**config.mk**
```make
export PLATFORM = sky130hd
export DESIGN_NAME = isog_top
export DESIGN_NICKNAME = d
export VERILOG_FILES = /design/src/isog_pkg.sv /design/src/word_ram.sv /design/src/word_copier.sv /design/src/coeff_store.sv /design/src/result_store.sv /design/src/isog_sequencer.sv /design/src/isog_top.sv
export SDC_FILE = /design/constraint.sdc
export NUM_CORES = 2
export LEC_CHECK = 0
export BUFFER_PORTS_ARGS = -buffer_cell sky130_fd_sc_hd__buf_4
export CORE_ASPECT_RATIO = 1.2
export CORE_UTILIZATION = 30
export CTS_BUF_LIST = sky130_fd_sc_hd__clkbuf_4 sky130_fd_sc_hd__clkbuf_8
export DETAILED_ROUTE_END_ITERATION = 7
export GPL_TIMING_DRIVEN = 0
export PLACE_DENSITY = 0.51
export SLEW_MARGIN = 20
export SYNTH_ARGS = -nofsm -noshare
export SYNTH_HDL_FRONTEND = slang
export SYNTH_MEMORY_MAX_BITS = 65536
export SYNTH_SLANG_ARGS = --single-unit
export TNS_END_PERCENT = 100
```
**constraint.sdc**
```tcl
create_clock -name clk -period 26.1 [get_ports clk]
set_clock_uncertainty 0.2 [all_clocks]
set_input_delay 2.61 -clock clk [delete_from_list [all_inputs] [get_ports clk]]
set_output_delay 2.61 -clock clk [all_outputs]
set_load 0.02 [all_outputs]
```
**src/isog_pkg.sv**
```systemverilog
package isog_pkg;

  // one radix word and the operand depth per GF(p^2) half
  localparam int WORD_BITS = 32;
  localparam int MEM_DEPTH = 14;
  localparam int ADDR_BITS = 4;

  typedef logic [WORD_BITS-1:0] word_t;
  typedef logic [ADDR_BITS-1:0] addr_t;

  // engine function code
  typedef logic [7:0] func_t;

  localparam func_t FUNC_IDLE        = 8'd0;
  localparam func_t FUNC_GET_4_ISOG  = 8'd2;
  localparam func_t FUNC_EVAL_4_ISOG = 8'd4;

  // one get call, then one eval call per point
  typedef enum logic [2:0] {
    IDLE,
    GET_RUN,
    COEFF_COPY,
    EVAL_RUN,
    RESULT_COPY
  } isog_state_t;

endpackage

```
**src/word_ram.sv**
```systemverilog
`timescale 1ns/10ps

module word_ram (
  input  logic            clk,
  input  logic            wr_en,
  input  isog_pkg::addr_t wr_addr,
  input  isog_pkg::word_t din,
  input  isog_pkg::addr_t rd_addr,
  output isog_pkg::word_t dout
);
  import isog_pkg::*;

  word_t mem [MEM_DEPTH];

  // one port, a write wins over a read
  always_ff @(posedge clk) begin
    if (wr_en) begin
      mem[wr_addr] <= din;
    end else begin
      dout <= mem[rd_addr];
    end
  end

endmodule

```
**src/word_copier.sv**
```systemverilog
`timescale 1ns/10ps

module word_copier (
  input  logic            clk,
  input  logic            rst,
  input  logic            run,
  output logic            src_rd_en,
  output isog_pkg::addr_t src_rd_addr,
  output logic            wr_en,
  output isog_pkg::addr_t wr_addr,
  output logic            copy_done
);
  import isog_pkg::*;

  addr_t cnt;
  logic  rd_finished;

  // source read runs once per run window
  assign src_rd_en   = run & ~rd_finished;
  assign src_rd_addr = cnt;

  always_ff @(posedge clk or posedge rst) begin
    if (rst) begin
      cnt         <= '0;
      rd_finished <= 1'b0;
    end else if (!run) begin
      cnt         <= '0;
      rd_finished <= 1'b0;
    end else if (src_rd_en) begin
      if (cnt == addr_t'(MEM_DEPTH - 1)) begin
        rd_finished <= 1'b1;
      end else begin
        cnt <= cnt + 1'b1;
      end
    end
  end

  // write trails the read by the source latency
  always_ff @(posedge clk or posedge rst) begin
    if (rst) begin
      wr_en     <= 1'b0;
      wr_addr   <= '0;
      copy_done <= 1'b0;
    end else begin
      wr_en     <= src_rd_en;
      wr_addr   <= cnt;
      copy_done <= wr_en & (wr_addr == addr_t'(MEM_DEPTH - 1));
    end
  end

endmodule

```
**src/coeff_store.sv**
```systemverilog
`timescale 1ns/10ps

module coeff_store (
  input  logic            clk,
  input  logic            rst,
  input  logic            eval_active,
  input  logic            wr_en,
  input  isog_pkg::addr_t wr_addr,
  input  isog_pkg::word_t t1_0,
  input  isog_pkg::word_t t1_1,
  input  isog_pkg::word_t t5_0,
  input  isog_pkg::word_t t5_1,
  input  isog_pkg::word_t t4_0,
  input  isog_pkg::word_t t4_1,
  input  logic            c_rd_en,
  input  isog_pkg::addr_t c_rd_addr,
  output isog_pkg::word_t c0_0,
  output isog_pkg::word_t c0_1,
  output isog_pkg::word_t c1_0,
  output isog_pkg::word_t c1_1,
  output isog_pkg::word_t c2_0,
  output isog_pkg::word_t c2_1
);
  import isog_pkg::*;

  word_t ram_din  [6];
  word_t ram_dout [6];
  logic  rd_gate;

  // C0 from t1, C1 from t5, C2 from t4
  assign ram_din[0] = t1_0;
  assign ram_din[1] = t1_1;
  assign ram_din[2] = t5_0;
  assign ram_din[3] = t5_1;
  assign ram_din[4] = t4_0;
  assign ram_din[5] = t4_1;

  for (genvar i = 0; i < $size(ram_din); i++) begin : g_ram
    word_ram ram (
      .clk     (clk),
      .wr_en   (wr_en),
      .wr_addr (wr_addr),
      .din     (ram_din[i]),
      .rd_addr (c_rd_addr),
      .dout    (ram_dout[i])
    );
  end

  // read strobe delayed to line up with the ram output
  always_ff @(posedge clk or posedge rst) begin
    if (rst) begin
      rd_gate <= 1'b0;
    end else begin
      rd_gate <= c_rd_en & eval_active;
    end
  end

  // engine only sees coefficients while eval runs
  assign c0_0 = (rd_gate & eval_active) ? ram_dout[0] : '0;
  assign c0_1 = (rd_gate & eval_active) ? ram_dout[1] : '0;
  assign c1_0 = (rd_gate & eval_active) ? ram_dout[2] : '0;
  assign c1_1 = (rd_gate & eval_active) ? ram_dout[3] : '0;
  assign c2_0 = (rd_gate & eval_active) ? ram_dout[4] : '0;
  assign c2_1 = (rd_gate & eval_active) ? ram_dout[5] : '0;

endmodule

```
**src/result_store.sv**
```systemverilog
`timescale 1ns/10ps

module result_store (
  input  logic            clk,
  input  logic            wr_en,
  input  isog_pkg::addr_t wr_addr,
  input  isog_pkg::word_t t2_0,
  input  isog_pkg::word_t t2_1,
  input  isog_pkg::word_t t3_0,
  input  isog_pkg::word_t t3_1,
  input  logic            out_rd_en,
  input  isog_pkg::addr_t out_rd_addr,
  output isog_pkg::word_t t10_0,
  output isog_pkg::word_t t10_1,
  output isog_pkg::word_t t11_0,
  output isog_pkg::word_t t11_1
);
  import isog_pkg::*;

  word_t ram_din  [4];
  word_t ram_dout [4];
  addr_t hold_addr;
  addr_t ram_rd_addr;

  assign ram_din[0] = t2_0;
  assign ram_din[1] = t2_1;
  assign ram_din[2] = t3_0;
  assign ram_din[3] = t3_1;

  // keep the last host address so the output holds between reads
  always_ff @(posedge clk) begin
    if (out_rd_en) begin
      hold_addr <= out_rd_addr;
    end
  end

  assign ram_rd_addr = out_rd_en ? out_rd_addr : hold_addr;

  for (genvar i = 0; i < $size(ram_din); i++) begin : g_ram
    word_ram ram (
      .clk     (clk),
      .wr_en   (wr_en),
      .wr_addr (wr_addr),
      .din     (ram_din[i]),
      .rd_addr (ram_rd_addr),
      .dout    (ram_dout[i])
    );
  end

  // t10 from t2, t11 from t3
  assign t10_0 = ram_dout[0];
  assign t10_1 = ram_dout[1];
  assign t11_0 = ram_dout[2];
  assign t11_1 = ram_dout[3];

endmodule

```
**src/isog_sequencer.sv**
```systemverilog
`timescale 1ns/10ps

module isog_sequencer (
  input  logic            clk,
  input  logic            rst,
  input  logic            start,
  input  logic            last_eval,
  input  logic            xz_newly_init,
  input  logic            result_can_overwrite,
  input  logic            engine_done,
  input  logic            coef_copy_done,
  input  logic            res_copy_done,
  input  logic            x_rd_en,
  input  isog_pkg::addr_t x_rd_addr,
  output logic            busy,
  output logic            done,
  output logic            xz_can_overwrite,
  output logic            result_ready,
  output logic            engine_start,
  output isog_pkg::func_t engine_function,
  output logic            coef_copy_run,
  output logic            res_copy_run,
  output logic            eval_active
);
  import isog_pkg::*;

  isog_state_t state;
  logic        eval_pending;
  logic        x_last_rd;
  logic        x_consumed;
  logic        eval_go;

  assign coef_copy_run = (state == COEFF_COPY);
  assign res_copy_run  = (state == RESULT_COPY);
  assign eval_active   = (state == EVAL_RUN);

  // engine has fetched the final X word of this point
  assign x_last_rd = eval_active & x_rd_en & (x_rd_addr == addr_t'(MEM_DEPTH - 1));

  // new point loaded and the previous result already taken by the host
  assign eval_go = eval_pending & xz_newly_init & ~x_consumed & ~result_ready;

  // main FSM
  always_ff @(posedge clk or posedge rst) begin
    if (rst) begin
      state           <= IDLE;
      busy            <= 1'b0;
      done            <= 1'b0;
      engine_start    <= 1'b0;
      engine_function <= FUNC_IDLE;
      eval_pending    <= 1'b0;
    end else begin
      done         <= 1'b0;
      engine_start <= 1'b0;
      unique case (state)
        IDLE: begin
          if (start && !busy) begin
            state           <= GET_RUN;
            busy            <= 1'b1;
            engine_start    <= 1'b1;
            engine_function <= FUNC_GET_4_ISOG;
          end else if (eval_go) begin
            state           <= EVAL_RUN;
            engine_start    <= 1'b1;
            engine_function <= FUNC_EVAL_4_ISOG;
            eval_pending    <= 1'b0;
          end
        end
        GET_RUN: begin
          if (engine_done) begin
            state           <= COEFF_COPY;
            engine_function <= FUNC_IDLE;
          end
        end
        COEFF_COPY: begin
          if (coef_copy_done) begin
            state        <= IDLE;
            eval_pending <= 1'b1;
          end
        end
        EVAL_RUN: begin
          if (engine_done) begin
            state           <= RESULT_COPY;
            engine_function <= FUNC_IDLE;
          end
        end
        RESULT_COPY: begin
          if (res_copy_done) begin
            state <= IDLE;
            if (last_eval) begin
              busy <= 1'b0;
              done <= 1'b1;
            end else begin
              eval_pending <= 1'b1;
            end
          end
        end
        default: begin
          state <= IDLE;
        end
      endcase
    end
  end

  // result handshake, a finished copy wins over a host release
  always_ff @(posedge clk or posedge rst) begin
    if (rst) begin
      result_ready <= 1'b0;
    end else if (res_copy_run && res_copy_done) begin
      result_ready <= 1'b1;
    end else if (result_can_overwrite) begin
      result_ready <= 1'b0;
    end
  end

  // X/Z handshake
  // x_consumed masks the stale init level until the host drops it
  always_ff @(posedge clk or posedge rst) begin
    if (rst) begin
      xz_can_overwrite <= 1'b1;
      x_consumed       <= 1'b0;
    end else begin
      if (x_last_rd) begin
        x_consumed <= 1'b1;
      end else if (!xz_newly_init) begin
        x_consumed <= 1'b0;
      end

      if (x_last_rd) begin
        xz_can_overwrite <= 1'b1;
      end else if (xz_newly_init && !x_consumed) begin
        xz_can_overwrite <= 1'b0;
      end
    end
  end

endmodule

```
**src/isog_top.sv**
```systemverilog
`timescale 1ns/10ps

module isog_top (
  input  logic            clk,
  input  logic            rst,
  // host control
  input  logic            start,
  output logic            busy,
  output logic            done,
  output logic            xz_can_overwrite,
  input  logic            xz_newly_init,
  input  logic            last_eval,
  output logic            result_ready,
  input  logic            result_can_overwrite,
  // host result reads
  input  logic            out_rd_en,
  input  isog_pkg::addr_t out_rd_addr,
  output isog_pkg::word_t t10_0,
  output isog_pkg::word_t t10_1,
  output isog_pkg::word_t t11_0,
  output isog_pkg::word_t t11_1,
  // engine control
  output logic            engine_start,
  output isog_pkg::func_t engine_function,
  input  logic            engine_done,
  input  logic            x_rd_en,
  input  isog_pkg::addr_t x_rd_addr,
  // engine registers read by the coefficient copy
  output logic            coef_src_rd_en,
  output isog_pkg::addr_t coef_src_rd_addr,
  input  isog_pkg::word_t t1_0,
  input  isog_pkg::word_t t1_1,
  input  isog_pkg::word_t t5_0,
  input  isog_pkg::word_t t5_1,
  input  isog_pkg::word_t t4_0,
  input  isog_pkg::word_t t4_1,
  // engine registers read by the result copy
  output logic            res_src_rd_en,
  output isog_pkg::addr_t res_src_rd_addr,
  input  isog_pkg::word_t t2_0,
  input  isog_pkg::word_t t2_1,
  input  isog_pkg::word_t t3_0,
  input  isog_pkg::word_t t3_1,
  // coefficient reads by the engine
  input  logic            c_rd_en,
  input  isog_pkg::addr_t c_rd_addr,
  output isog_pkg::word_t c0_0,
  output isog_pkg::word_t c0_1,
  output isog_pkg::word_t c1_0,
  output isog_pkg::word_t c1_1,
  output isog_pkg::word_t c2_0,
  output isog_pkg::word_t c2_1
);
  import isog_pkg::*;

  logic  coef_copy_run;
  logic  coef_copy_done;
  logic  coef_wr_en;
  addr_t coef_wr_addr;
  logic  res_copy_run;
  logic  res_copy_done;
  logic  res_wr_en;
  addr_t res_wr_addr;
  logic  eval_active;

  isog_sequencer seq (
    .clk                  (clk),
    .rst                  (rst),
    .start                (start),
    .last_eval            (last_eval),
    .xz_newly_init        (xz_newly_init),
    .result_can_overwrite (result_can_overwrite),
    .engine_done          (engine_done),
    .coef_copy_done       (coef_copy_done),
    .res_copy_done        (res_copy_done),
    .x_rd_en              (x_rd_en),
    .x_rd_addr            (x_rd_addr),
    .busy                 (busy),
    .done                 (done),
    .xz_can_overwrite     (xz_can_overwrite),
    .result_ready         (result_ready),
    .engine_start         (engine_start),
    .engine_function      (engine_function),
    .coef_copy_run        (coef_copy_run),
    .res_copy_run         (res_copy_run),
    .eval_active          (eval_active)
  );

  // t1/t5/t4 into the coefficient store after get
  word_copier coef_copier (
    .clk         (clk),
    .rst         (rst),
    .run         (coef_copy_run),
    .src_rd_en   (coef_src_rd_en),
    .src_rd_addr (coef_src_rd_addr),
    .wr_en       (coef_wr_en),
    .wr_addr     (coef_wr_addr),
    .copy_done   (coef_copy_done)
  );

  // t2/t3 into the result store after each eval
  word_copier res_copier (
    .clk         (clk),
    .rst         (rst),
    .run         (res_copy_run),
    .src_rd_en   (res_src_rd_en),
    .src_rd_addr (res_src_rd_addr),
    .wr_en       (res_wr_en),
    .wr_addr     (res_wr_addr),
    .copy_done   (res_copy_done)
  );

  coeff_store coef_store (
    .clk         (clk),
    .rst         (rst),
    .eval_active (eval_active),
    .wr_en       (coef_wr_en),
    .wr_addr     (coef_wr_addr),
    .t1_0        (t1_0),
    .t1_1        (t1_1),
    .t5_0        (t5_0),
    .t5_1        (t5_1),
    .t4_0        (t4_0),
    .t4_1        (t4_1),
    .c_rd_en     (c_rd_en),
    .c_rd_addr   (c_rd_addr),
    .c0_0        (c0_0),
    .c0_1        (c0_1),
    .c1_0        (c1_0),
    .c1_1        (c1_1),
    .c2_0        (c2_0),
    .c2_1        (c2_1)
  );

  result_store res_store (
    .clk         (clk),
    .wr_en       (res_wr_en),
    .wr_addr     (res_wr_addr),
    .t2_0        (t2_0),
    .t2_1        (t2_1),
    .t3_0        (t3_0),
    .t3_1        (t3_1),
    .out_rd_en   (out_rd_en),
    .out_rd_addr (out_rd_addr),
    .t10_0       (t10_0),
    .t10_1       (t10_1),
    .t11_0       (t11_0),
    .t11_1       (t11_1)
  );

endmodule

```
After elaboration in Yosys (flattened, before gate mapping)
Memories as Yosys holds them, arrays and structs flattened. A register that Yosys moved wholly into a read port is not among the register bits.
Index checks and enable logic that the tools add are counted.
W data, S select, Z words.
- add/sub/neg operators: 2
- equality and inequality tests: 27
- multiplexer cells: 56
- bitwise gates (word level): 15
- reductions and logical operators: 30
- operators by type and width (kind ; count):
    $mux W32 ; 6
    $mux W1 ; 30
    $mux W4 ; 7
    $ne A2 B2 Y1 const B ; 13
    $mux W8 ; 3
    $eq A4 B4 Y1 const B ; 5
    $mux W3 ; 6
    $pmux W8 S2 ; 1
    $pmux W3 S5 ; 1
    $logic_not A1 Y1 ; 12
    $and A1 B1 Y1 ; 11
    $add A4 B1 Y4 const B ; 2
    $ne A2 B1 Y1 const B ; 4
    $reduce_and A2 Y1 ; 4
    $reduce_bool A2 Y1 ; 4
    $eq A3 B2 Y1 const B ; 2
    $reduce_and A6 Y1 ; 1
    $reduce_and A5 Y1 ; 1
    $not A1 Y1 ; 4
    $reduce_and A4 Y1 ; 1
    $eq A3 B1 Y1 const B ; 1
    $eq A3 B3 Y1 const B ; 1
    $logic_and A1 B1 Y1 ; 3
    $logic_not A3 Y1 ; 1
    6 further kinds ; 6
- flip-flop bits (word level): 45
- memory bits (writable): 4480
- input bits: 342
- output and inout port bits: 343
- memories kept: 10
- memories (name ; words ; width ; rd ports ; clocked after memory_dff ; write ports ; line ; source):
    coef_store.g_ram[0].ram.mem ; 14 ; 32 ; 1 ; 1 ; 1 ; word_ram.sv:13 ; word_t mem [MEM_DEPTH];
    coef_store.g_ram[1].ram.mem ; 14 ; 32 ; 1 ; 1 ; 1 ; word_ram.sv:13 ;
    coef_store.g_ram[2].ram.mem ; 14 ; 32 ; 1 ; 1 ; 1 ; word_ram.sv:13 ;
    coef_store.g_ram[3].ram.mem ; 14 ; 32 ; 1 ; 1 ; 1 ; word_ram.sv:13 ;
    coef_store.g_ram[4].ram.mem ; 14 ; 32 ; 1 ; 1 ; 1 ; word_ram.sv:13 ;
    coef_store.g_ram[5].ram.mem ; 14 ; 32 ; 1 ; 1 ; 1 ; word_ram.sv:13 ;
    4 more memories ; - ; - ; - ; - ; - ; - ;

Depth between registers and ports, before layout
- word-level depth: 6
- gate-level depth with buffers: 10
- mapped depth without buffers: 6

Hierarchy
Synthesis repeated with hierarchy kept, for this count alone.
- cell total of the unflattened synthesis: 8055
- area, all modules: 182866.6 µm²
- by module, submodules not included (module ; instances ; cells an instance ; area an instance (µm²)):
    word_ram at coef_store.g_ram[3].ram ... ; 7 ; 768 ; 17963.5
    word_ram at coef_store.g_ram[0].ram ... ; 2 ; 768 ; 17957.2
    word_ram at coef_store.g_ram[2].ram ; 1 ; 768 ; 17956.0
    coeff_store ; 1 ; 237 ; 1574.0
    word_copier ; 2 ; 31 ; 435.4
    isog_sequencer ; 1 ; 68 ; 681.9
    result_store ; 1 ; 8 ; 125.1

Worst setup path after synthesis
No wires, ideal clock.
- kind: reg-to-reg
- start point: register coef_copier.wr_en
- end point: memory coef_store.g_ram[0].ram.mem[0][0] (netlist name), enable pin
- arrival time: 16.622 ns
- required time: 24.921 ns
- setup slack: 8.299 ns
- stages on the path, launching flop included: 4
- path buffers: 0
- period minus slack after synthesis: 17.801 ns
- path through: dfrtp_1 > inv_1 > or3_1 > nor3_1
- cells in the longest elaborated chain, start to end: 2
- RTL lines (element ; line ; source):
    from (decl) ; word_copier.sv:9 ; output logic wr_en,
    from (signal assigned) ; word_copier.sv:45 ; wr_en <= src_rd_en;
    $mux W1 ; word_ram.sv:17 ; if (wr_en) begin
    $mux W1 (not written as such) ; word_ram.sv:18 ; mem[wr_addr] <= din;
    to (decl) ; word_ram.sv:13 ;
No other way between the ends.

Worst setup path in the final report
- start point: register seq.state[1]
- end point: output port c1_0[28]
- cells in the longest elaborated chain, start to end: 3
- RTL lines (element ; line ; source):
    from (decl) ; isog_sequencer.sv:27 ; isog_state_t state;
    from (signal assigned) ; isog_sequencer.sv:46 ; state <= IDLE;
    from (signal assigned) ; isog_sequencer.sv:58 ; state <= GET_RUN;
    from (signal assigned) ; isog_sequencer.sv:63 ; state <= EVAL_RUN;
    $eq A3 B2 Y1 ; isog_sequencer.sv:35 ; assign eval_active = (state == EVAL_RUN);
    $and A1 B1 Y1 ; coeff_store.sv:61 ; assign c1_0 = (rd_gate & eval_active) ? ram_dout[2] : '0;
    $mux W32 ; coeff_store.sv:61 ;
    to (decl) ; isog_top.sv:49 ; output isog_pkg::word_t c1_0,
No other way between the ends.

==> results.cfg <==
[status]
status = finished, final reports clean

[timing]
slew_viol_final = 0
tightest_slew_ns = 1.26
finalHoldViolations = 0
fin_crit_sh_pct = 30.4
setup_viol = 0
rsz0062_at_grt = no
min_period_ns = 7.93
relSlewSlack_pct = 15.8
fin_setup_tns_ns = 0
max_freq_mhz = 126
holdWs_ns = 0.253

[global_route]
grt_pass1_wl_um = 782000
grt.overflow.total = 0
grt_use_total_pct = 17.8
antenna_found_initial = 148
grt_pass1_vias = 101000
grt_max_degree = 67

[drt]
drt_iter0_markers = 8765
route.detailed.drc = 0
via_per_inst = 4.86
first_pass_iters = 5
detail-route-antenna-nets = 0
vias = 99000
wl_per_cell_um = 27.5
drt_wl_total_um = 559000

[setup_path]
crit_required_ns = 23.29
slowest_delay_ns = 0.79
crit_top_cell = clkbuf_1
crit_chain = clkbuf_1 -> nor2b_1 -> and3_1 -> clkbuf_4 -> clkbuf_1 -> and2_1 -> buf_4
start_kind = register
crit_arrival_ns = 5.12
crit_type = register to primary output
worstSetupEndpointType = primary output
worst-path-max-fanout = 10
cp_slowest_cell = clkbuf_1

[die]
fp.dieW_um = 715
io_pins = 685
start_util_pct = 30.1
coreArea_um2 = 609000
dieArea_um2 = 614000
fp.dieH_um = 858
rows = 314

[finish]
fin_cells = 20400
final_area_um2 = 221000
fill_cells = 56900
area_growth_pct = 20.9
drive_above_1_share_pct = 29.5
nets = 12000

[pwr]
leakagePower_nw = 73.4
vdd_drop_max_mv = 0.0586
power_density_nw_per_um2 = 77.5

[job]
cap_violations = 0

[synth]
yosys.area_share.simple_pct = 6.62
yosysSeqAreaShare_pct = 79.2
synth_top_family_by_area = multiplexers
yosysTopAreaCell = edfxtp_1
synth_compound_gate_area_share_pct = 1.81
synth_seq_cells = 4839
netlist_instances = 9773
synth-async-reset-ratio_pct = 0.723
synth_fa_ha_area_share_pct = 0.0273
synth_top_area_share_pct = 78.7
yosys.area_share.xor_xnor_pct = 0.0287
ys_types = 48
avgSynthCellArea_um2 = 18.7
mappedNetlistArea_um2 = 183000
yosysWarningCount = 0
synth_flop_cell = edfxtp_1
synth-edff-count = 4800
synth.area.mux_share_pct = 10.9
synth_area_leaders = edfxtp_1, mux4_2, nand2_1, nand3_1, mux2_2

[clock_tree]
clock-sinks = 4839
clockBufferDepth = 4
post_cts_resized = 0
insertion_delay_ns = 1.34
cts-root-buf = clkbuf_8
post_cts_buffers = 0
htree_levels = 6
hold_buffers = 0
cts_buffers = 764
path_clk_slew_ns = 0.06
tritoncts = done

[hold_path]
hp-class = register to register

[placed_design]
place.gp.congestion = 0.760
post-dp-hpwl_um = 381000
io_buffer_count = 672
dp_cells = 19000
post_dp_cell_area_um2 = 206000
[final cells by class]
type	instances	area (um2)	share of cell area [%]
flip-flops and latches	4839	145000	65.5
multi-input cells	4358	35800	16.1
repair buffers	1150	12700	5.74
clock buffers	1040	12700	5.72
well taps	8058	10100	4.55
plain buffers	564	2600	1.17
clock inverters	312	2370	1.07
diodes	44	110	0.0497
inverters	17	81.3	0.0367
[cells by family (layout without fill, tap and decap cells)]
logic type / after synthesis / count (layout)
xor+xnor: 6 / 6
flops: 4839 / 4839
compound gates: 529 / 529
buf+inv: 581 / 3083
fa+ha+maj: 4 / 4
mux: 1012 / 1012
simple gates: 2801 / 2801
other cells: 1 / 50
[path summary, 6_finish.rpt]
| path | start | end | slack [ns] | cells after the start |
|---|---|---|---|---|
| worst max-delay path | seq.state[1]$_DFFE_PP0P_ | c1_0[28] | 18.17 | 7 |
| min in group asynchronous | rst | res_copier.wr_addr[0]$_DFF_PP0_ | 1.02 | 2 |
| worst min-delay path | coef_copier.rd_finished$_DFFE_PP0P_ | coef_copier.wr_en$_DFF_PP0_ | 0.25 | 1 |
| max in group asynchronous | rst | coef_copier.rd_finished$_DFFE_PP0P_ | 24.04 | 3 |
| worst min register to register | coef_copier.rd_finished$_DFFE_PP0P_ | coef_copier.wr_en$_DFF_PP0_ | 0.25 | 1 |
| worst max register to register | res_copier.wr_en$_DFF_PP0_ | res_store.g_ram[1].ram.mem[0][19]$_DFFE_PP_ | 21.47 | 14 |
[state kept, by name, indices dropped and copies added (netlist names), 2 cells and up]
register and count:
res_store.g_ram.ram.dout 128, coef_store.g_ram.ram.dout 192, res_copier.src_rd_addr 4, res_store.hold_addr 4
seq.engine_function 2, res_store.g_ram.ram.mem 1792, coef_copier.wr_addr 4, coef_copier.src_rd_addr 4
res_copier.wr_addr 4, seq.state 3, coef_store.g_ram.ram.mem 2688
[placed cells by master (no fill, tap or decap), types with 130 or more instances in the layout]
cell	netlist	final
edfxtp_1	4800	4800
nand2_1	1708	1707
buf_4	37	896
nand3_1	826	826
clkbuf_8	0	776
mux4_2	768	768
clkbuf_4	0	266
clkbuf_1	284	243
and2_1	193	193
mux2_2	192	192
buf_2	185	191
a21oi_1	188	188
a31oi_1	179	179
clkinv_1	0	160
buf_12	0	130
[worst max-delay path, delay by kind of cell (launching register included)]
kind / cells / cell delay, ns
buffers and inverters: 4 / 1.97
DFF: 1 / 0.32
and+or+nand+nor: 3 / 1.48
[synth_stat cells (6+ instances only)]
cell type	instances
mux4_2	768
buf_2	185
o21ai_0	13
a211oi_1	6
and2_1	193
nor2_1	37
a21oi_1	188
mux2i_1	51
a31oi_1	179
clkbuf_1	284
edfxtp_1	4800
buf_1	52
nand2b_1	10
o211ai_1	77
buf_4	37
inv_1	14
nor3_1	9
buf_6	6
a32oi_1	50
dfrtp_1	34
nand3_1	826
nand2_1	1708
mux2_2	192
[metal layers]
layer | up-vias | track usage [%] | share of wire (%)
met5 | - | 0 | 0.11
met4 | 92 | 4.16 | 2.3
met3 | 892 | 4.64 | 7.7
met2 | 3391 | 31.0 | 50
met1 | 52100 | 22.0 | 39
li1 | 42600 | - | -
[stage by stage]
stage | setup WS [ns] | util, % | power, W
after floorplan | 8.30 | - | 0.0101
after detailed placement | 19.23 | 33.9 | 0.0109
after global routing | 17.76 | 36.4 | 0.0178
after CTS | 17.70 | 36.3 | 0.0174
final | 18.17 | 36.4 | 0.0172
after global placement | -17.39 | 32.6 | 0.0111
[where the power goes]
part	leakage (nW)	internal, W	total, W	switching, W
sequential	44.2	0.00895	0.00910	0.000149
combinational	21.3	0.000546	0.00163	0.00109
clock	7.95	0.00330	0.00643	0.00314
(Power assumes the default switching activity.)
